$ cat src/logic/risc_pkg.sv
// Widths, opcodes, source-data types and ALU function codes for the execute unit
package risc_pkg;

	// Instruction format and datapath widths
	localparam int INSTR_W  = 16;
	localparam int DATA_W   = 32;
	localparam int REG_AW   = 5;
	localparam int NUM_REGS = 32;
	localparam int OPC_W    = 6;
	localparam int SRCDAT_W = 4;
	localparam int ALUFN_W  = 3;

	// Opcodes
	// Register forms first, then the local source forms
	localparam logic [OPC_W-1:0] OP_ADD    = 6'd0;
	localparam logic [OPC_W-1:0] OP_SUB    = 6'd1;
	localparam logic [OPC_W-1:0] OP_AND    = 6'd2;
	localparam logic [OPC_W-1:0] OP_OR     = 6'd3;
	localparam logic [OPC_W-1:0] OP_XOR    = 6'd4;
	localparam logic [OPC_W-1:0] OP_MOVE   = 6'd5;
	localparam logic [OPC_W-1:0] OP_MOVEQ  = 6'd6;
	localparam logic [OPC_W-1:0] OP_ADDQW  = 6'd7;
	localparam logic [OPC_W-1:0] OP_ADDQN  = 6'd8;
	localparam logic [OPC_W-1:0] OP_CLR    = 6'd9;
	localparam logic [OPC_W-1:0] OP_ADDQS  = 6'd10;
	localparam logic [OPC_W-1:0] OP_SETM1  = 6'd11;
	localparam logic [OPC_W-1:0] OP_MOVEPC = 6'd12;
	localparam logic [OPC_W-1:0] OP_ADDQ   = 6'd13;
	localparam logic [OPC_W-1:0] OP_SUBQ   = 6'd14;
	localparam logic [OPC_W-1:0] OP_BSET   = 6'd15;
	// Highest legal opcode, anything above is illegal
	localparam logic [OPC_W-1:0] OP_BCLR   = 6'd16;

	// Source-data types for the local source generator
	localparam logic [SRCDAT_W-1:0] SRC_REG    = 4'd0;
	localparam logic [SRCDAT_W-1:0] SRC_IMM    = 4'd1;
	localparam logic [SRCDAT_W-1:0] SRC_IMMX4  = 4'd2;
	localparam logic [SRCDAT_W-1:0] SRC_NEG    = 4'd3;
	localparam logic [SRCDAT_W-1:0] SRC_ZERO   = 4'd4;
	localparam logic [SRCDAT_W-1:0] SRC_SIGNED = 4'd5;
	localparam logic [SRCDAT_W-1:0] SRC_ONES   = 4'd6;
	localparam logic [SRCDAT_W-1:0] SRC_PC     = 4'd7;
	localparam logic [SRCDAT_W-1:0] SRC_IMM32  = 4'd8;
	localparam logic [SRCDAT_W-1:0] SRC_BSET   = 4'd9;
	localparam logic [SRCDAT_W-1:0] SRC_BCLR   = 4'd10;

	// ALU functions
	localparam logic [ALUFN_W-1:0] ALU_ADD  = 3'd0;
	localparam logic [ALUFN_W-1:0] ALU_SUB  = 3'd1;
	localparam logic [ALUFN_W-1:0] ALU_AND  = 3'd2;
	localparam logic [ALUFN_W-1:0] ALU_OR   = 3'd3;
	localparam logic [ALUFN_W-1:0] ALU_XOR  = 3'd4;
	localparam logic [ALUFN_W-1:0] ALU_PASS = 3'd5;

endpackage

$ cat src/logic/ins_decode.sv
// Instruction register, program counter and opcode decode
`timescale 1ns/10ps

module ins_decode import risc_pkg::*; (
	input  logic                clk,
	input  logic                rst,
	input  logic [INSTR_W-1:0]  instr,
	input  logic                instr_valid,
	output logic [REG_AW-1:0]   src_reg,
	output logic [REG_AW-1:0]   dst_reg,
	output logic [SRCDAT_W-1:0] srcdat,
	output logic [ALUFN_W-1:0]  alu_fn,
	output logic [DATA_W-1:0]   inst_pc,
	output logic [DATA_W-1:0]   pc,
	output logic                exec_valid,
	output logic                illegal
);

	// Registered instruction word
	logic [INSTR_W-1:0] ir;
	logic [OPC_W-1:0]   opcode;
	// Legality of the incoming opcode, checked before it is registered
	logic               legal_in;

	assign legal_in = (instr[INSTR_W-1 -: OPC_W] <= OP_BCLR);

	// Field split: opcode on top, then source, then destination
	assign opcode  = ir[INSTR_W-1 -: OPC_W];
	assign src_reg = ir[2*REG_AW-1:REG_AW];
	assign dst_reg = ir[REG_AW-1:0];

	// Instruction word and its own program count
	// Count captured before this instruction's increment
	always_ff @(posedge clk) begin
		if (instr_valid) begin
			ir      <= instr;
			inst_pc <= pc;
		end
	end

	// Running program count and stage valids
	always_ff @(posedge clk) begin
		if (rst) begin
			pc         <= '0;
			exec_valid <= 1'b0;
			illegal    <= 1'b0;
		end else begin
			// Every strobe advances the count, illegal ones too
			if (instr_valid)
				pc <= pc + 32'd2;
			exec_valid <= instr_valid & legal_in;
			illegal    <= instr_valid & ~legal_in;
		end
	end

	// Opcode decode
	always_comb begin
		srcdat = SRC_REG;
		alu_fn = ALU_PASS;
		case (opcode)
			OP_ADD:    alu_fn = ALU_ADD;
			OP_SUB:    alu_fn = ALU_SUB;
			OP_AND:    alu_fn = ALU_AND;
			OP_OR:     alu_fn = ALU_OR;
			OP_XOR:    alu_fn = ALU_XOR;
			// Register move, operand passed straight through
			OP_MOVE:   alu_fn = ALU_PASS;
			OP_MOVEQ:  srcdat = SRC_IMM;
			OP_ADDQW: begin
				srcdat = SRC_IMMX4;
				alu_fn = ALU_ADD;
			end
			OP_ADDQN: begin
				srcdat = SRC_NEG;
				alu_fn = ALU_ADD;
			end
			OP_CLR:    srcdat = SRC_ZERO;
			OP_ADDQS: begin
				srcdat = SRC_SIGNED;
				alu_fn = ALU_ADD;
			end
			OP_SETM1:  srcdat = SRC_ONES;
			OP_MOVEPC: srcdat = SRC_PC;
			OP_ADDQ: begin
				srcdat = SRC_IMM32;
				alu_fn = ALU_ADD;
			end
			OP_SUBQ: begin
				srcdat = SRC_IMM32;
				alu_fn = ALU_SUB;
			end
			// Bit set is OR with a one-hot mask
			OP_BSET: begin
				srcdat = SRC_BSET;
				alu_fn = ALU_OR;
			end
			// Bit clear is AND with the inverted mask
			OP_BCLR: begin
				srcdat = SRC_BCLR;
				alu_fn = ALU_AND;
			end
			default: begin
				srcdat = SRC_REG;
				alu_fn = ALU_PASS;
			end
		endcase
	end

	// Execute slot holds a legal opcode and the illegal pulse an illegal one
	// So the two are never high together
	a_exec_legal: assert property (@(posedge clk) disable iff (rst)
		exec_valid |-> (opcode <= OP_BCLR));
	a_illegal_op: assert property (@(posedge clk) disable iff (rst)
		illegal |-> (opcode > OP_BCLR));

endmodule

$ cat src/logic/ins_exec.sv
// Execute unit top level with decode, register file, source generator and ALU
`timescale 1ns/10ps

module ins_exec import risc_pkg::*; (
	input  logic               clk,
	input  logic               rst,
	input  logic [INSTR_W-1:0] instr,
	input  logic               instr_valid,
	output logic [DATA_W-1:0]  result,
	output logic [REG_AW-1:0]  result_reg,
	output logic               result_valid,
	output logic [DATA_W-1:0]  pc,
	output logic               flag_z,
	output logic               flag_c,
	output logic               flag_n,
	output logic               illegal
);

	// Decode outputs
	logic [REG_AW-1:0]   src_reg;
	logic [REG_AW-1:0]   dst_reg;
	logic [SRCDAT_W-1:0] srcdat;
	logic [ALUFN_W-1:0]  alu_fn;
	logic [DATA_W-1:0]   inst_pc;
	logic                exec_valid;
	// Register read data
	logic [DATA_W-1:0]   src_data;
	logic [DATA_W-1:0]   dst_data;
	// Local source
	logic                locdent;
	logic [DATA_W-1:0]   locsrc;

	ins_decode u_decode (
		.clk         (clk),
		.rst         (rst),
		.instr       (instr),
		.instr_valid (instr_valid),
		.src_reg     (src_reg),
		.dst_reg     (dst_reg),
		.srcdat      (srcdat),
		.alu_fn      (alu_fn),
		.inst_pc     (inst_pc),
		.pc          (pc),
		.exec_valid  (exec_valid),
		.illegal     (illegal)
	);

	// Port a reads the source, port b the destination
	// Write port fed back from the ALU result register
	reg_file u_regs (
		.clk     (clk),
		.rst     (rst),
		.raddr_a (src_reg),
		.raddr_b (dst_reg),
		.we      (result_valid),
		.waddr   (result_reg),
		.wdata   (result),
		.rdata_a (src_data),
		.rdata_b (dst_data)
	);

	// Operand field shares the bits of the source register number
	srcdgen u_srcdgen (
		.locdent       (locdent),
		.locsrc        (locsrc),
		.program_count (inst_pc),
		.srcdat        (srcdat),
		.srcop         (src_reg)
	);

	risc_alu u_alu (
		.clk          (clk),
		.rst          (rst),
		.exec_valid   (exec_valid),
		.alu_fn       (alu_fn),
		.dst_reg      (dst_reg),
		.dst_data     (dst_data),
		.src_data     (src_data),
		.locdent      (locdent),
		.locsrc       (locsrc),
		.result       (result),
		.result_reg   (result_reg),
		.result_valid (result_valid),
		.flag_z       (flag_z),
		.flag_c       (flag_c),
		.flag_n       (flag_n)
	);

endmodule

$ cat src/logic/reg_file.sv
// Register file, 32 by 32, two read ports with write-through and one write port
`timescale 1ns/10ps

module reg_file import risc_pkg::*; (
	input  logic              clk,
	input  logic              rst,
	input  logic [REG_AW-1:0] raddr_a,
	input  logic [REG_AW-1:0] raddr_b,
	input  logic              we,
	input  logic [REG_AW-1:0] waddr,
	input  logic [DATA_W-1:0] wdata,
	output logic [DATA_W-1:0] rdata_a,
	output logic [DATA_W-1:0] rdata_b
);

	logic [DATA_W-1:0] regs [0:NUM_REGS-1];
	// Same-cycle write hits on either read port
	logic              hit_a;
	logic              hit_b;

	// All registers come up zero
	always_ff @(posedge clk) begin
		if (rst) begin
			for (int i = 0; i < NUM_REGS; i++)
				regs[i] <= '0;
		end else if (we) begin
			regs[waddr] <= wdata;
		end
	end

	assign hit_a = we && (waddr == raddr_a);
	assign hit_b = we && (waddr == raddr_b);

	// Write-through so a dependent instruction sees the pending result
	assign rdata_a = hit_a ? wdata : regs[raddr_a];
	assign rdata_b = hit_b ? wdata : regs[raddr_b];

	// Written data comes from a valid execute, never from unknowns
	a_wdata_known: assert property (@(posedge clk) disable iff (rst)
		we |-> !$isunknown(wdata));

endmodule

$ cat src/logic/risc_alu.sv
// Operand select, add/subtract/logic unit, result register and flags
`timescale 1ns/10ps

module risc_alu import risc_pkg::*; (
	input  logic               clk,
	input  logic               rst,
	input  logic               exec_valid,
	input  logic [ALUFN_W-1:0] alu_fn,
	input  logic [REG_AW-1:0]  dst_reg,
	input  logic [DATA_W-1:0]  dst_data,
	input  logic [DATA_W-1:0]  src_data,
	input  logic               locdent,
	input  logic [DATA_W-1:0]  locsrc,
	output logic [DATA_W-1:0]  result,
	output logic [REG_AW-1:0]  result_reg,
	output logic               result_valid,
	output logic               flag_z,
	output logic               flag_c,
	output logic               flag_n
);

	logic [DATA_W-1:0] operand;
	// One extra bit catches carry out and borrow
	logic [DATA_W:0]   sum_ext;
	logic [DATA_W:0]   diff_ext;
	logic [DATA_W-1:0] alu_out;
	logic              carry_out;

	// Local source wins when the generator claims the operand
	assign operand = locdent ? locsrc : src_data;

	assign sum_ext  = {1'b0, dst_data} + {1'b0, operand};
	// Top bit set means a borrow
	assign diff_ext = {1'b0, dst_data} - {1'b0, operand};

	always_comb begin
		carry_out = 1'b0;
		case (alu_fn)
			ALU_ADD: begin
				alu_out   = sum_ext[DATA_W-1:0];
				carry_out = sum_ext[DATA_W];
			end
			ALU_SUB: begin
				alu_out   = diff_ext[DATA_W-1:0];
				carry_out = diff_ext[DATA_W];
			end
			ALU_AND:  alu_out = dst_data & operand;
			ALU_OR:   alu_out = dst_data | operand;
			ALU_XOR:  alu_out = dst_data ^ operand;
			// Moves and loads of constants
			ALU_PASS: alu_out = operand;
			default:  alu_out = operand;
		endcase
	end

	// Result word and target register
	always_ff @(posedge clk) begin
		if (exec_valid) begin
			result     <= alu_out;
			result_reg <= dst_reg;
		end
	end

	// Write strobe and flags
	// Flags hold across idle cycles, carry is zero for non-arithmetic ops
	always_ff @(posedge clk) begin
		if (rst) begin
			result_valid <= 1'b0;
			flag_z       <= 1'b0;
			flag_c       <= 1'b0;
			flag_n       <= 1'b0;
		end else begin
			result_valid <= exec_valid;
			if (exec_valid) begin
				flag_z <= (alu_out == '0);
				flag_c <= carry_out;
				flag_n <= alu_out[DATA_W-1];
			end
		end
	end

endmodule

$ cat src/logic/srcdgen.sv
// Local source generator for constants, immediates, bit masks and the program count
`timescale 1ns/10ps

module srcdgen import risc_pkg::*; (
	output logic                locdent,
	output logic [DATA_W-1:0]   locsrc,
	input  logic [DATA_W-1:0]   program_count,
	input  logic [SRCDAT_W-1:0] srcdat,
	input  logic [REG_AW-1:0]   srcop
);

	// Operand field of zero, stands for 32 in the one-to-32 form
	logic               opzero;
	// Low bits shared by the small immediate forms
	logic [REG_AW-1:0]  botsrc;
	// Upper fill for the sign-carrying forms
	logic               topsrc;
	logic [DATA_W-1:0]  gensrc;
	// One-hot bit mask and its complement
	logic [DATA_W-1:0]  onebit;
	logic [DATA_W-1:0]  mask;
	// Final select
	logic               type_pc;
	logic               type_mask;

	// Type 0 takes register data, anything else is local
	assign locdent = |srcdat;

	assign opzero = ~|srcop;

	// Bottom five bits
	// Word step keeps only the low three operand bits
	always_comb begin
		case (srcdat)
			SRC_IMMX4: botsrc = {srcop[2:0], 2'b00};
			SRC_ZERO:  botsrc = '0;
			SRC_ONES:  botsrc = '1;
			default:   botsrc = srcop;
		endcase
	end

	// Upper bits are ones for negative and all-ones, sign for signed
	always_comb begin
		case (srcdat)
			SRC_NEG:    topsrc = 1'b1;
			SRC_ONES:   topsrc = 1'b1;
			SRC_SIGNED: topsrc = srcop[REG_AW-1];
			default:    topsrc = 1'b0;
		endcase
	end

	// Bit 5 doubles as the 32 of the one-to-32 form
	always_comb begin
		gensrc = {{(DATA_W-REG_AW){topsrc}}, botsrc};
		if (srcdat == SRC_IMM32)
			gensrc[REG_AW] = opzero;
	end

	// Operand bit 4 picks the low half, so the index is op XOR 16
	assign onebit = 32'h1 << (srcop ^ 5'h10);
	assign mask   = (srcdat == SRC_BCLR) ? ~onebit : onebit;

	assign type_pc   = (srcdat == SRC_PC);
	assign type_mask = (srcdat == SRC_BSET) || (srcdat == SRC_BCLR);

	assign locsrc = type_pc ? program_count :
		(type_mask ? mask : gensrc);

	// Decode never hands over a type above 10
	always_comb begin
		a_srcdat_range: assert final (srcdat <= SRC_BCLR);
	end

endmodule

$ cat config.mk
export PLATFORM = sky130hd
export DESIGN_NAME = ins_exec
export DESIGN_NICKNAME = d
export VERILOG_FILES = /design/src/logic/risc_pkg.sv /design/src/logic/ins_decode.sv /design/src/logic/ins_exec.sv /design/src/logic/reg_file.sv /design/src/logic/risc_alu.sv /design/src/logic/srcdgen.sv
export SDC_FILE = /design/constraint.sdc
export NUM_CORES = 2
export LEC_CHECK = 0
export ABC_CLOCK_PERIOD_IN_PS = 10000
export BUFFER_PORTS_ARGS = -buffer_cell sky130_fd_sc_hd__clkbuf_2
export CAP_MARGIN = 25
export CORE_UTILIZATION = 64
export DETAILED_ROUTE_END_ITERATION = 7
export MAX_ROUTING_LAYER = met4
export PLACE_DENSITY_LB_ADDON = 0.25
export RECOVER_POWER = 25
export SLEW_MARGIN = 15
export SYNTH_ARGS = -nofsm -noshare
export SYNTH_HDL_FRONTEND = slang
export SYNTH_SLANG_ARGS = --single-unit
$ cat constraint.sdc
create_clock -name clk -period 10 [get_ports clk]
set_input_delay 1.5 -clock clk [delete_from_list [all_inputs] [get_ports clk]]
set_output_delay 1.5 -clock clk [all_outputs]
set_load 0.05 [all_outputs]
Word-level counts from Yosys, hierarchy flattened

Memories as Yosys holds them, arrays and structs flattened. A register that Yosys moved wholly into a read port is not among the register bits.
Cells that the tools add are included.

Register bits: 123
Bits in writable memories: 1024
Input bits: 19
Output and inout bits: 74
Word-level logic and storage cells: 94
Memories: 1

Add/subtract/negate cells: 3
Magnitude comparators: 1
Equal/unequal tests: 30
Shifts and indexed selects: 1
Multiplexer cells: 23
Bitwise logic cells: 8
Reductions and logical operators: 16

Memory list:

| memory      | words | width | read ports | clocked after memory_dff | write ports | line           | RTL |
|---|---|---|---|---|---|---|---|
| u_regs.regs | 32    | 32    | 2          | 2                        | 32          | reg_file.sv:16 | `logic [DATA_W-1:0] regs [0:NUM_REGS-1];` |

Operator list:

| cell                    | count |
|---|---|
| $mux W32                | 7 |
| $pmux W32 S5            | 1 |
| $eq A6 B4 Y1 const B    | 8 |
| $pmux W4 S10            | 1 |
| $add A32 B32 Y33        | 1 |
| $sub A32 B32 Y33        | 1 |
| $add A32 B2 Y32 const B | 1 |
| $and A32 B32 Y32        | 1 |
| $logic_not A32 Y1       | 1 |
| $not A32 Y32            | 1 |
| $or A32 B32 Y32         | 1 |
| $reduce_or A32 Y1       | 1 |
| $shl A1 B5 Y32 const A  | 1 |
| $xor A32 B32 Y32        | 1 |
| $eq A6 B3 Y1 const B    | 3 |
| $eq A4 B3 Y1 const B    | 4 |
| $mux W5                 | 3 |
| $pmux W3 S5             | 1 |
| $pmux W5 S3             | 1 |
| $eq A4 B4 Y1 const B    | 3 |
| $eq A6 B2 Y1 const B    | 2 |
| $eq A5 B5 Y1            | 2 |
| $reduce_or A2 Y1        | 5 |
| $reduce_or A5 Y1        | 2 |
| other kinds (17)        | 29 |

Longest topological paths before layout

Depth after elaboration: 13
Gate-level depth with buffers: 28
Mapped depth without buffers: 21

Hierarchy

From an unflattened synthesis, not the netlist that was laid out.

Cell total of the unflattened synthesis: 5640
Area, all modules: 68662.1 um^2

Modules (own cells, without submodules):

| module     | instances | cells each | area an instance (um^2) | sequential area each (um^2) |
|---|---|---|---|---|
| reg_file   | 1         | 4088       | 56205.2                 | 30749.5 |
| risc_alu   | 1         | 1040       | 7703.6                  | 1191.1 |
| ins_decode | 1         | 278        | 3286.9                  | 2072.0 |
| srcdgen    | 1         | 234        | 1466.4                  | 0.0 |

Worst setup path before layout

OpenSTA, ideal clock, no wires.

Path kind: reg-to-reg
From: register with a tool-made name
To: register u_alu.flag_z
Data arrival time: 7.373 ns
Setup slack: 2.558 ns
Stages on the path, launching flop included: 26
Path buffers: 5
Cell sequence: dfxtp_1 buf_2 buf_1 clkbuf_1 clkbuf_1 buf_1 mux4_2 mux4_2 mux2i_1 nor2_1 a21oi_1 inv_1 ha_1 fa_1 a21o_1 a221oi_1 o22ai_1 a31o_2 a21oi_1 a21oi_1 a2111oi_0 a32oi_1 or4_1 or4_1 or4_1 o21ai_1

RTL lines:

| what                   | line           | RTL |
|---|---|---|
| end signal: assignment | risc_alu.sv:75 | `flag_z <= (alu_out == '0);` |
| end: declaration       | risc_alu.sv:17 | `output logic flag_z,` |

==> results.ini <==
[hold_path]
hold_depth = 2
hold_class = reg2reg
hold-path-endpoint = u_alu.flag_c$_SDFFE_PP0P_
worstHoldStart = u_alu.flag_c$_SDFFE_PP0P_

[sta]
holdWs_ns = 0.4818
setup_tns_ns = 0
slew_headroom_pct = -166.0
fmax_mhz = 114.4
period_minus_slack_ns = 8.742
fin_skew_ns = 0.05427
rsz0062_at_grt = no
finalHoldViolations = 0
setup_violations = 0
min_period_over_period_pct = 87.42
slew_viol_final = 663
worst_pin_slew_ns = 3.990

[placement]
numPortBuffers = 91
placed_area_um2 = 68750
dp_hpwl_um = 136400
place_inst = 6005
place_congestion = 0.9815

[logic_synthesis]
synth_fp_nets = 4983
synthArstFlopShare_pct = 0
ys.flop_type = edfxtp_1
syn-cell-area_um2 = 66450
synth_cells = 4863
synth.distinct_cells = 95
yosys_warnings = 0
synth-edff-count = 1108
ys_ff_latch = 1155
ys_seq_area_share_pct = 51.49
post_synth.cell_area_avg_um2 = 13.66

[cts]
clkTransAtPathRegs_ns = 0.07
clockRootBuffer = clkbuf_16
cts_sinks = 1155
cts_buffers = 117
cts_buffer_depth = 3
hold_buffers = 0
cts_tree = built
insertion_delay_ns = 0.75
htree_levels = 3
cts_resized = 0
cts_setup_buffers = 0

[floorplan]
start_util_pct = 64.94
die-width_um = 324.2
ioPinCount = 93
core_um2 = 102300
die_y_um = 324.2
row_count = 117
dieArea_um2 = 105100

[detailed_routing]
first_pass_iters = 8
drc_errors = 10
antenna_left = 0
num_vias = 48930
post_drt_wl_per_cell_um = 39.24
avgViaCountPerCell = 7.816
totalWireLength_um = 245600
first_iter_violations = 10210

[worst_setup_path]
r2r_cells = 19
worstPathRequired_ns = 10.65
crit_fanout = 75
cp-end-kind = register
rrSetupSlack_ns = 1.26
cp-start-kind = register
timing.rr.end = u_alu.flag_z$_SDFFE_PP0P_
critPathArrivalTime_ns = 9.39
critPathKind = reg2reg

[global_route]
grt_use_total_pct = 48.57
grt_pass1_wl_um = 340900
grt_overflow = 0
antenna_found_initial = 21
grt_max_degree = 122
grt_pass1_vias = 46550

[finish]
drive_gt1_share_pct = 22.06
final_area_um2 = 72470
fin_nets = 4881
syn2layout_area_growth_pct = 9.072
largest_reg_flops = 1024
fin_cells = 6260

[pwr]
ir_drop_mv = 0.1643
pwr_density_cell_nw_per_um2 = 179.8
p_leak_nw = 25.93
finalPower_mw = 13.03

[flow_run]
maxCapViolCount = 20

[run_status]
outcome = complete, but fails checks
violations = design-rule violations, max-capacitance violations, max-slew violations

==> cells in the mapped netlist, types with 28 or more instances <==
| cell | n | area, um^2 |
|---|---|---|
| edfxtp_1 | 1108 | 33270 |
| nand2_1 | 133 | 499.2 |
| clkbuf_1 | 360 | 1351 |
| o21ai_0 | 104 | 520.5 |
| a22oi_1 | 47 | 352.8 |
| a221oi_1 | 31 | 271.5 |
| a21oi_1 | 106 | 530.5 |
| nor3_1 | 103 | 515.5 |
| xnor2_1 | 32 | 280.3 |
| nor2_1 | 221 | 829.6 |
| a21o_1 | 46 | 345.3 |
| inv_1 | 105 | 394.1 |
| nand3_1 | 40 | 200.2 |
| mux2i_1 | 102 | 1021 |
| and2_1 | 974 | 6093 |
| xor2_1 | 28 | 245.2 |
| ha_1 | 99 | 1239 |
| buf_2 | 47 | 235.2 |
| dfxtp_1 | 47 | 940.9 |
| buf_1 | 52 | 195.2 |
| mux4_2 | 587 | 13220 |
==> worst max-delay path, stage by stage, from the launching register on <==
cell	delay, ns
dfxtp_4	0.92
buf_12	0.47
mux4_2	0.42
mux4_2	0.48
mux2i_1	0.60
o21ai_1	0.32
a222oi_1	1.02
inv_1	0.12
ha_1	0.59
a21oi_1	0.25
o31ai_1	0.23
o21ba_2	0.21
o31a_1	0.17
a2111o_1	0.43
o211a_1	0.23
or4b_1	0.48
or4_1	0.48
or4_1	0.53
or4_1	0.41
o21ai_1	0.14
==> stage by stage <==
step,setup WS [ns],util (%)
floorplan,2.558,-
global placement,1.671,67.01
detailed placement,1.725,67.19
CTS,1.666,70.92
global route,0.9067,70.78
finish,1.258,70.83
==> cells by family (layout without fill, tap and decap cells) <==
kind of cell,count (synthesis),count (layout),synth area share [%]
other,1,33,0.005644
AND/OR/NAND/NOR,1660,1660,14.23
XOR/XNOR,60,60,0.7909
flip-flops,1155,1155,51.49
AO/OA/AOI/OAI,587,587,6.156
adder cells (fa/ha/maj),101,101,1.924
buffers and inverters,590,587,3.632
multiplexers,709,709,21.77
==> cell usage in the layout, fill, tap and decap left out, types with 17 or more instances in the layout <==
cell       count
a211oi_1      25
a21o_1        46
a21oi_1      106
a221oi_1      31
a22oi_1       46
a31oi_1       24
and2_0       181
and2_1       794
and3_1        25
buf_4        129
clkbuf_1      95
clkbuf_16    119
clkbuf_2      37
clkinv_1      22
clkinv_2      24
dfxtp_1       36
diode_2       32
edfxtp_1    1108
ha_1          99
inv_1        104
mux2i_1      102
mux4_2       587
nand2_1      132
nand2b_1      19
nand3_1       39
nor2_1       188
nor2_4        31
nor2b_1       26
nor3_1       102
o21ai_0       81
o21ai_4       21
o31ai_1       17
xnor2_1       32
xor2_1        28
==> routing by layer <==
| layer | GRT usage [%] | part of all wire (%) | vias to the layer above |
|---|---|---|---|
| li1 | - | - | 18440 |
| met1 | 59.76 | 32 | 24080 |
| met2 | 67.59 | 43 | 5170 |
| met3 | 18.91 | 17 | 1237 |
| met4 | 30.08 | 7.8 | 0 |
| met5 | - | 0 | - |
==> report_power, final <==
group / internal (mW) / switching (mW) / total, mW
logic: 1.09 / 1.80 / 2.89
clock network: 2.47 / 2.00 / 4.47
registers: 5.48 / 0.192 / 5.67
total: 9.04 / 3.99 / 13.0
==> worst max path at each step <==
| stage | start | to | slack, ns | cells past startpoint |
|---|---|---|---|---|
| 2_1_floorplan | register | u_alu.flag_z$_SDFFE_PP0P_ | 2.56 | 25 |
| 3_3_place_gp | register | u_alu.flag_z$_SDFFE_PP0P_ | 1.67 | 19 |
| 3_5_place_dp | register | u_alu.flag_z$_SDFFE_PP0P_ | 1.72 | 19 |
| 4_1_cts | register | u_alu.flag_z$_SDFFE_PP0P_ | 1.67 | 19 |
| 5_1_grt | register | u_alu.flag_z$_SDFFE_PP0P_ | 0.91 | 20 |
| 6_report | register | u_alu.flag_z$_SDFFE_PP0P_ | 1.26 | 19 |
==> area by class of cell <==
cell class | count | area [um^2]
diodes | 32 | 80.08
clock buffers | 140 | 3014
clock inverters | 78 | 798.3
fillers | 6612 | 29850
inverters | 107 | 401.6
multi-input cells | 3118 | 30330
flip-flops and latches | 1155 | 34250
well taps | 1368 | 1712
repair buffers | 262 | 1889
Note: power is estimated with default switching activity, not from simulation.
